--- config.mk ---
export PLATFORM = sky130hd
export DESIGN_NAME = cpuCore
export DESIGN_NICKNAME = d
export VERILOG_FILES = /design/src/logic/cpuPkg.sv /design/src/logic/control.sv /design/src/logic/regFile.sv /design/src/logic/alu.sv /design/src/logic/apbMaster.sv /design/src/logic/cpuCore.sv
export SDC_FILE = /design/constraint.sdc
export NUM_CORES = 1
export LEC_CHECK = 0
export BUFFER_PORTS_ARGS = -buffer_cell sky130_fd_sc_hd__buf_2
export CORE_MARGIN = 2
export CORE_UTILIZATION = 55
export DETAILED_ROUTE_END_ITERATION = 8
export GPL_ROUTABILITY_DRIVEN = 0
export PLACE_DENSITY = 0.74
export SLEW_MARGIN = 10
export SYNTH_ARGS = -nofsm -noshare
export SYNTH_HDL_FRONTEND = slang
export SYNTH_HIERARCHICAL = 1
export SYNTH_SLANG_ARGS = --single-unit
--- constraint.sdc ---
create_clock -name clk -period 7.73 [get_ports clk]
set_clock_uncertainty 0.05 [all_clocks]
set_input_delay 1.546 -clock clk [delete_from_list [all_inputs] [get_ports clk]]
set_output_delay 1.546 -clock clk [all_outputs]
set_load 0.02 [all_outputs]
--- src/logic/cpuPkg.sv ---
// Shared widths and types for the 16-bit core; encodings cover only the supported subset
package cpuPkg;

	localparam int dataW = 16;
	localparam int regAddrW = 3;

	// Major opcode in bits 15:11
	typedef enum logic [4:0] {
		opHalt = 5'b00000,
		opNop  = 5'b00001,
		opJ    = 5'b00100,
		opAddi = 5'b01000,
		opSubi = 5'b01001,
		opXori = 5'b01010,
		opAndi = 5'b01011,
		opBeqz = 5'b01100,
		opBnez = 5'b01101,
		opSt   = 5'b10000,
		opLd   = 5'b10001,
		opSlbi = 5'b10010,
		opLbi  = 5'b11000,
		opAluR = 5'b11011
	} opcodeT;

	typedef enum logic [1:0] {
		aluAdd,
		aluXor,
		aluAnd,
		aluPass
	} aluOpT;

	typedef struct packed {
		logic regWrite;
		logic aluSrc;
		logic memWrite;
		logic memRead;
		logic memToReg;
		logic branchCtl;
		logic branchOnZero;
		logic jumpCtl;
		logic invA;
		logic invB;
		logic halt;
		// 1 selects imm8, 0 selects imm5
		logic immCtl;
		logic extCtl;
		logic lbi;
		logic slbi;
		aluOpT aluCtl;
		// 0 is bits 7:5, 1 is bits 4:2, 2 is bits 10:8
		logic [1:0] rdSel;
	} ctlT;

	typedef struct packed {
		logic psel;
		logic penable;
		logic pwrite;
		logic [dataW-1:0] paddr;
		logic [dataW-1:0] pwdata;
	} apbReqT;

	typedef struct packed {
		logic [dataW-1:0] prdata;
		logic pready;
	} apbRspT;

	typedef enum logic [1:0] {
		apbIdle,
		apbSetup,
		apbAccess
	} apbStateT;

endpackage

--- src/logic/control.sv ---
// Purely combinational decode; opcodes outside the supported set give all-inactive controls
`timescale 1ns/1ns

module control (
	input logic [15:0] instr,
	output cpuPkg::ctlT ctl
);

	cpuPkg::opcodeT op;
	logic [1:0] func;

	assign op = cpuPkg::opcodeT'(instr[15:11]);
	assign func = instr[1:0];

	always_comb begin
		ctl = '0;
		ctl.aluCtl = cpuPkg::aluAdd;
		case (op)
			cpuPkg::opHalt: begin
				ctl.halt = 1'b1;
			end
			cpuPkg::opAddi: begin
				ctl.regWrite = 1'b1;
				ctl.aluSrc = 1'b1;
				ctl.extCtl = 1'b1;
			end
			// Carry-in from invA turns this into imm - rs
			cpuPkg::opSubi: begin
				ctl.regWrite = 1'b1;
				ctl.aluSrc = 1'b1;
				ctl.extCtl = 1'b1;
				ctl.invA = 1'b1;
			end
			cpuPkg::opXori: begin
				ctl.regWrite = 1'b1;
				ctl.aluSrc = 1'b1;
				ctl.aluCtl = cpuPkg::aluXor;
			end
			cpuPkg::opAndi: begin
				ctl.regWrite = 1'b1;
				ctl.aluSrc = 1'b1;
				ctl.aluCtl = cpuPkg::aluAnd;
			end
			cpuPkg::opAluR: begin
				ctl.regWrite = 1'b1;
				ctl.rdSel = 2'd1;
				case (func)
					// sub is rt - rs
					2'b01: ctl.invA = 1'b1;
					2'b10: ctl.aluCtl = cpuPkg::aluXor;
					2'b11: begin
						ctl.invB = 1'b1;
						ctl.aluCtl = cpuPkg::aluAnd;
					end
					default: ctl.aluCtl = cpuPkg::aluAdd;
				endcase
			end
			cpuPkg::opLbi: begin
				ctl.regWrite = 1'b1;
				ctl.aluSrc = 1'b1;
				ctl.immCtl = 1'b1;
				ctl.extCtl = 1'b1;
				ctl.lbi = 1'b1;
				ctl.rdSel = 2'd2;
			end
			cpuPkg::opSlbi: begin
				ctl.regWrite = 1'b1;
				ctl.aluSrc = 1'b1;
				ctl.immCtl = 1'b1;
				ctl.slbi = 1'b1;
				ctl.rdSel = 2'd2;
			end
			cpuPkg::opSt: begin
				ctl.aluSrc = 1'b1;
				ctl.extCtl = 1'b1;
				ctl.memWrite = 1'b1;
			end
			cpuPkg::opLd: begin
				ctl.regWrite = 1'b1;
				ctl.aluSrc = 1'b1;
				ctl.extCtl = 1'b1;
				ctl.memRead = 1'b1;
				ctl.memToReg = 1'b1;
			end
			cpuPkg::opBeqz: begin
				ctl.branchCtl = 1'b1;
				ctl.branchOnZero = 1'b1;
				ctl.immCtl = 1'b1;
				ctl.extCtl = 1'b1;
				ctl.aluCtl = cpuPkg::aluPass;
			end
			cpuPkg::opBnez: begin
				ctl.branchCtl = 1'b1;
				ctl.immCtl = 1'b1;
				ctl.extCtl = 1'b1;
				ctl.aluCtl = cpuPkg::aluPass;
			end
			cpuPkg::opJ: begin
				ctl.jumpCtl = 1'b1;
				ctl.aluCtl = cpuPkg::aluPass;
			end
			// nop and anything unsupported
			default: ctl = '0;
		endcase
	end

endmodule

--- src/logic/regFile.sv ---
// Eight registers with combinational reads and no write bypass
`timescale 1ns/1ns

module regFile (
	input logic clk,
	input logic rstN,
	input logic [cpuPkg::regAddrW-1:0] rdAddrA,
	input logic [cpuPkg::regAddrW-1:0] rdAddrB,
	input logic wrEn,
	input logic [cpuPkg::regAddrW-1:0] wrAddr,
	input logic [cpuPkg::dataW-1:0] wrData,
	output logic [cpuPkg::dataW-1:0] rdDataA,
	output logic [cpuPkg::dataW-1:0] rdDataB
);

	logic [cpuPkg::dataW-1:0] regs [0:(1 << cpuPkg::regAddrW)-1];

	always_ff @(posedge clk or negedge rstN) begin
		if (!rstN) begin
			for (int i = 0; i < (1 << cpuPkg::regAddrW); i++) begin
				regs[i] <= '0;
			end
		end else if (wrEn) begin
			regs[wrAddr] <= wrData;
		end
	end

	assign rdDataA = regs[rdAddrA];
	assign rdDataB = regs[rdAddrB];

endmodule

--- src/logic/alu.sv ---
// Subtraction comes from invA plus carry-in; lbi and slbi override the function select
`timescale 1ns/1ns

module alu (
	input logic [cpuPkg::dataW-1:0] opA,
	input logic [cpuPkg::dataW-1:0] opB,
	input logic invA,
	input logic invB,
	input cpuPkg::aluOpT aluCtl,
	input logic lbi,
	input logic slbi,
	output logic [cpuPkg::dataW-1:0] result,
	output logic isZero
);

	logic [cpuPkg::dataW-1:0] inA;
	logic [cpuPkg::dataW-1:0] inB;
	logic [cpuPkg::dataW-1:0] funcOut;

	assign inA = invA ? ~opA : opA;
	assign inB = invB ? ~opB : opB;

	always_comb begin
		case (aluCtl)
			cpuPkg::aluAdd: funcOut = inA + inB + {{(cpuPkg::dataW-1){1'b0}}, invA};
			cpuPkg::aluXor: funcOut = inA ^ inB;
			cpuPkg::aluAnd: funcOut = inA & inB;
			default: funcOut = opA;
		endcase
	end

	always_comb begin
		if (slbi) begin
			result = (opA << 8) | opB;
		end else if (lbi) begin
			result = opB;
		end else begin
			result = funcOut;
		end
	end

	// Branch condition looks at rs directly
	assign isZero = (opA == '0);

endmodule

--- src/logic/apbMaster.sv ---
// Setup phase starts in the instruction's first cycle; request inputs must hold while stalled
`timescale 1ns/1ns

module apbMaster (
	input logic clk,
	input logic rstN,
	input logic memRead,
	input logic memWrite,
	input logic [cpuPkg::dataW-1:0] addr,
	input logic [cpuPkg::dataW-1:0] wrData,
	input cpuPkg::apbRspT apbRsp,
	output cpuPkg::apbReqT apbReq,
	output logic stall,
	output logic [cpuPkg::dataW-1:0] rdData
);

	cpuPkg::apbStateT state;
	cpuPkg::apbStateT phase;
	logic memReq;

	assign memReq = memRead | memWrite;

	// An idle cycle with a pending request is the setup cycle
	always_comb begin
		if (state == cpuPkg::apbIdle && memReq) begin
			phase = cpuPkg::apbSetup;
		end else begin
			phase = state;
		end
	end

	always_ff @(posedge clk or negedge rstN) begin
		if (!rstN) begin
			state <= cpuPkg::apbIdle;
		end else begin
			case (phase)
				cpuPkg::apbSetup: state <= cpuPkg::apbAccess;
				cpuPkg::apbAccess: begin
					if (apbRsp.pready) begin
						state <= cpuPkg::apbIdle;
					end
				end
				default: state <= cpuPkg::apbIdle;
			endcase
		end
	end

	always_comb begin
		apbReq.psel = (phase != cpuPkg::apbIdle);
		apbReq.penable = (phase == cpuPkg::apbAccess);
		apbReq.pwrite = memWrite;
		apbReq.paddr = addr;
		apbReq.pwdata = wrData;
	end

	assign stall = (phase == cpuPkg::apbSetup) ||
		(phase == cpuPkg::apbAccess && !apbRsp.pready);

	// Written to the register file on the completing edge
	assign rdData = apbRsp.prdata;

endmodule

--- src/logic/cpuCore.sv ---
// Single-cycle core with byte-addressed PC; instr must be valid combinationally from pc
`timescale 1ns/1ns

module cpuCore (
	input logic clk,
	input logic rstN,
	input logic [15:0] instr,
	input cpuPkg::apbRspT apbRsp,
	output logic [cpuPkg::dataW-1:0] pc,
	output cpuPkg::apbReqT apbReq,
	output logic halted
);

	cpuPkg::ctlT ctl;
	logic [cpuPkg::dataW-1:0] rdDataA;
	logic [cpuPkg::dataW-1:0] rdDataB;
	logic [cpuPkg::dataW-1:0] immExt;
	logic [cpuPkg::dataW-1:0] dispExt;
	logic [cpuPkg::dataW-1:0] aluOpB;
	logic [cpuPkg::dataW-1:0] aluResult;
	logic [cpuPkg::dataW-1:0] memRdData;
	logic [cpuPkg::dataW-1:0] wrData;
	logic [cpuPkg::regAddrW-1:0] wrAddr;
	logic [cpuPkg::dataW-1:0] pcInc;
	logic [cpuPkg::dataW-1:0] pcNext;
	logic isZero;
	logic stall;
	logic takeBranch;
	logic wrEn;

	control uControl (
		.instr(instr),
		.ctl(ctl)
	);

	// Immediate select and extension
	always_comb begin
		if (ctl.immCtl) begin
			immExt = ctl.extCtl ? {{8{instr[7]}}, instr[7:0]} : {8'h00, instr[7:0]};
		end else begin
			immExt = ctl.extCtl ? {{11{instr[4]}}, instr[4:0]} : {11'h000, instr[4:0]};
		end
	end

	assign dispExt = {{5{instr[10]}}, instr[10:0]};

	always_comb begin
		case (ctl.rdSel)
			2'd1: wrAddr = instr[4:2];
			2'd2: wrAddr = instr[10:8];
			default: wrAddr = instr[7:5];
		endcase
	end

	// Port B also supplies the store data from bits 7:5
	regFile uRegFile (
		.clk(clk),
		.rstN(rstN),
		.rdAddrA(instr[10:8]),
		.rdAddrB(instr[7:5]),
		.wrEn(wrEn),
		.wrAddr(wrAddr),
		.wrData(wrData),
		.rdDataA(rdDataA),
		.rdDataB(rdDataB)
	);

	assign aluOpB = ctl.aluSrc ? immExt : rdDataB;

	alu uAlu (
		.opA(rdDataA),
		.opB(aluOpB),
		.invA(ctl.invA),
		.invB(ctl.invB),
		.aluCtl(ctl.aluCtl),
		.lbi(ctl.lbi),
		.slbi(ctl.slbi),
		.result(aluResult),
		.isZero(isZero)
	);

	apbMaster uApbMaster (
		.clk(clk),
		.rstN(rstN),
		.memRead(ctl.memRead),
		.memWrite(ctl.memWrite),
		.addr(aluResult),
		.wrData(rdDataB),
		.apbRsp(apbRsp),
		.apbReq(apbReq),
		.stall(stall),
		.rdData(memRdData)
	);

	assign wrData = ctl.memToReg ? memRdData : aluResult;
	assign wrEn = ctl.regWrite && !stall && !halted;

	assign pcInc = pc + 16'd2;
	assign takeBranch = ctl.branchCtl && (ctl.branchOnZero ? isZero : !isZero);

	always_comb begin
		if (ctl.jumpCtl) begin
			pcNext = pcInc + dispExt;
		end else if (takeBranch) begin
			pcNext = pcInc + immExt;
		end else begin
			pcNext = pcInc;
		end
	end

	// PC stays on the halt instruction once it is reached
	always_ff @(posedge clk or negedge rstN) begin
		if (!rstN) begin
			pc <= '0;
			halted <= 1'b0;
		end else if (!halted) begin
			if (ctl.halt) begin
				halted <= 1'b1;
			end else if (!stall) begin
				pc <= pcNext;
			end
		end
	end

endmodule

==> flow_summary.toml <==
[outcome]
status = "finished clean"

[floorplanning]
core-area_sq_mm = 0.0224
dieWidth_microns = 155
die-height_microns = 155
initial_core_util_pct = 55.6
io_pins = 87
die-area_sq_mm = 0.0239
fp-row-count = 55

[synthesis]
syn-num-nets = 1224
yosys.cell_count.top_type = "mux2_2"
synth_edf_count = 0
synth_ff_type = "dfrtp_1"
ys_ff_latch = 146
ys_async_sr_fraction_pct = 100
ys_warn_count = 6
avgSynthCellArea_sq_um = 10.9
syn_area_sq_mm = 0.0125
synth_cells = 1140
ys_seq_area_share_pct = 29.3
synth_top_area_share_pct = 29.3
netlist_top_cells_count = "mux2_2 (189), dfrtp_1 (146), nand2_1 (68)"
synth_area_leader_cell = "dfrtp_1"
yosys-top-cells-area = "dfrtp_1 (29%), mux2_2 (17%), mux4_1 (12%), ha_1 (4.7%), xor2_1 (3.7%)"
synth_cell_type_count = 82

[route]
routed_wl_mm = 33.3
firstDrtPassIters = 5
vias = 9665
via_per_inst = 6.66
drc_errors = 0
ant_nets = 0
wire_per_inst_microns = 22.9
drt-initial-drc-count = 688

[power]
p_total_mw = 4.46
power_leakage_nw = 6.48
peakVddDrop_v = 0.000181
power_density_mw_per_mm2 = 333

[clock_tree]
numCtsBuffers = 17
htree_levels = 4
tritoncts = "done"
post_cts_resized = 0
clock_latency_ns = 0.44
numClockSinks = 146
clockBufferDepth = 2
clk_pin_slew_worst_paths_ns = 0.08
root_buffer = "clkbuf_16"
postCtsSetupRepairBufs = 0
cts-hold-fix-buffers = 0

[place]
dpl_worst_slack_ns = 0.595
port_buffers = 86
dp_hpwl_mm = 23.7
placed_area_sq_mm = 0.0128

[critical_path]
worstReg2RegEnd = "uRegFile/regs[8]$_DFFE_PN0P_"
reg2reg_depth = 16
start_kind = "input port"
rrSetupSlack_ns = 3.30
crit_start = "instr[5]"
cp-endpoint = "apbReq[24]"
r2r_start = "uRegFile/regs[64]$_DFFE_PN0P_"
critical_path_class = "input port to output pin"
cp.arrival_ns = 5.58
worst-path-max-fanout = 12
crit_required_ns = 6.13
worstSetupEndpointType = "output pin"

[timing]
setup_viol = 0
rsz0062_at_grt = "false"
setup_tns_ns = 0
post-route-period-util_pct = 92.8
min_period_ns = 7.17
worst_slack_ns = 0.556
max_freq_mhz = 139
hold_violations = 0
worstMarginPinSlew_ns = 1.36
relSlewSlack_pct = 9.10
slew_violations = 0

[layout]
num-nets-final = 1235
final_area_sq_mm = 0.0134
syn2layout_area_growth_pct = 7.38
final_layout_size_suffix_gt1_share_pct = 32.2
fillers = 1804

[worst_hold_path]
hold_path_class = "flop to flop"

[global_route]
grt_use_total_pct = 28.0
grt_pass1_vias = 9358
antenna_found_initial = 2
grt_pass1_wl_mm = 52.0
grt_max_degree = 85
overflow = 0

[job]
maxCapViolCount = 0
-- routing by layer --
metal	global-route usage, %	vias to the layer above	routed length, microns
li1	-	4322	-
met1	37.9	4861	14400
met2	45.3	406	15700
met3	4.93	76	2180
met4	10.8	0	1050
met5	0	-	0
-- placed cells by master, fill, tap and decap left out, types with 13 or more instances in the layout --
master / netlist / routed
xnor2_1: 22 / 22
a21oi_1: 44 / 44
mux2_2: 189 / 189
dfrtp_1: 146 / 146
buf_4: 56 / 26
nand3_1: 18 / 18
clkbuf_16: 0 / 17
o21ai_0: 47 / 47
a21o_1: 20 / 20
inv_1: 26 / 26
buf_2: 16 / 85
nand2_1: 68 / 68
mux4_1: 56 / 56
a211oi_1: 13 / 13
a31oi_1: 14 / 14
xor2_1: 52 / 52
nor2_1: 50 / 49
ha_1: 47 / 47
nor3_1: 24 / 21
-- power by group --
| part | internal [mW] | switching (mW) |
|---|---|---|
| sequential | 1.03 | 0.228 |
| combinational | 1.02 | 1.33 |
| clock | 0.445 | 0.411 |
| total | 2.50 | 1.97 |
-- how the worst min path moves through the flow --
stage,from,to,slack (ns),cells past startpoint
2_1_floorplan,uApbMaster/state[1]$_DFFE_PN0P_,uApbMaster/state[1]$_DFFE_PN0P_,0.42,1
3_3_place_gp,uApbMaster/state[1]$_DFFE_PN0P_,uApbMaster/state[1]$_DFFE_PN0P_,0.44,1
3_5_place_dp,uApbMaster/state[1]$_DFFE_PN0P_,uApbMaster/state[1]$_DFFE_PN0P_,0.45,1
4_1_cts,uApbMaster/state[1]$_DFFE_PN0P_,uApbMaster/state[1]$_DFFE_PN0P_,0.46,1
5_1_grt,uRegFile/regs[98]$_DFFE_PN0P_,uRegFile/regs[98]$_DFFE_PN0P_,0.49,1
6_report,uApbMaster/state[1]$_DFFE_PN0P_,uApbMaster/state[1]$_DFFE_PN0P_,0.45,1
-- through the flow --
step | hold slack, ns | utilization (%) | cells
2_1_floorplan | 0.418 | - | 1140
3_3_place_gp | 0.441 | 56.8 | 1417
3_5_place_dp | 0.450 | 56.8 | 1417
4_1_cts | 0.460 | 59.7 | 1449
5_1_grt | 0.490 | 59.7 | 1451
6_report | 0.455 | 59.7 | 1451
-- cell type report --
class,instances,area [sq um],area share (%)
multi-input cells,848,8010,59.9
clock buffers,17,425,3.18
repair buffers,112,632,4.72
inverters,26,97.6,0.729
diodes,2,5.00,0.0374
clock inverters,15,204,1.52
flip-flops and latches,146,3650,27.3
well taps,285,357,2.66
-- cells by family (layout without fill, tap and decap cells) --
logic type / after synthesis / in the layout / share of synthesized area [%]
multiplexers: 265 / 265 / 31.4
flip-flops: 146 / 146 / 29.3
AND/OR/NAND/NOR: 252 / 252 / 11.1
buffers and inverters: 146 / 170 / 6.92
AO/OA/AOI/OAI: 207 / 207 / 11.0
other: 0 / 2 / 0
adder cells (fa/ha/maj): 49 / 49 / 5.04
XOR/XNOR: 75 / 75 / 5.33
-- registers in the layout (all words and copies together) (netlist names) --
signal and cells:
uRegFile/regs 128, halted 1, pc 16, uApbMaster/state 1
-- worst max-delay path, cell delays in order --
cell	delay (ns)
buf_2	0.23
buf_4	0.28
mux4_1	0.56
mux2_2	0.29
mux2_2	0.28
xor2_1	0.15
ha_1	0.36
nor2b_1	0.18
o2111ai_1	0.30
a31oi_1	0.14
o31ai_1	0.24
mux2_2	0.36
a211oi_1	0.40
buf_2	0.26
No activity file was read; power rests on OpenSTA's default activity.
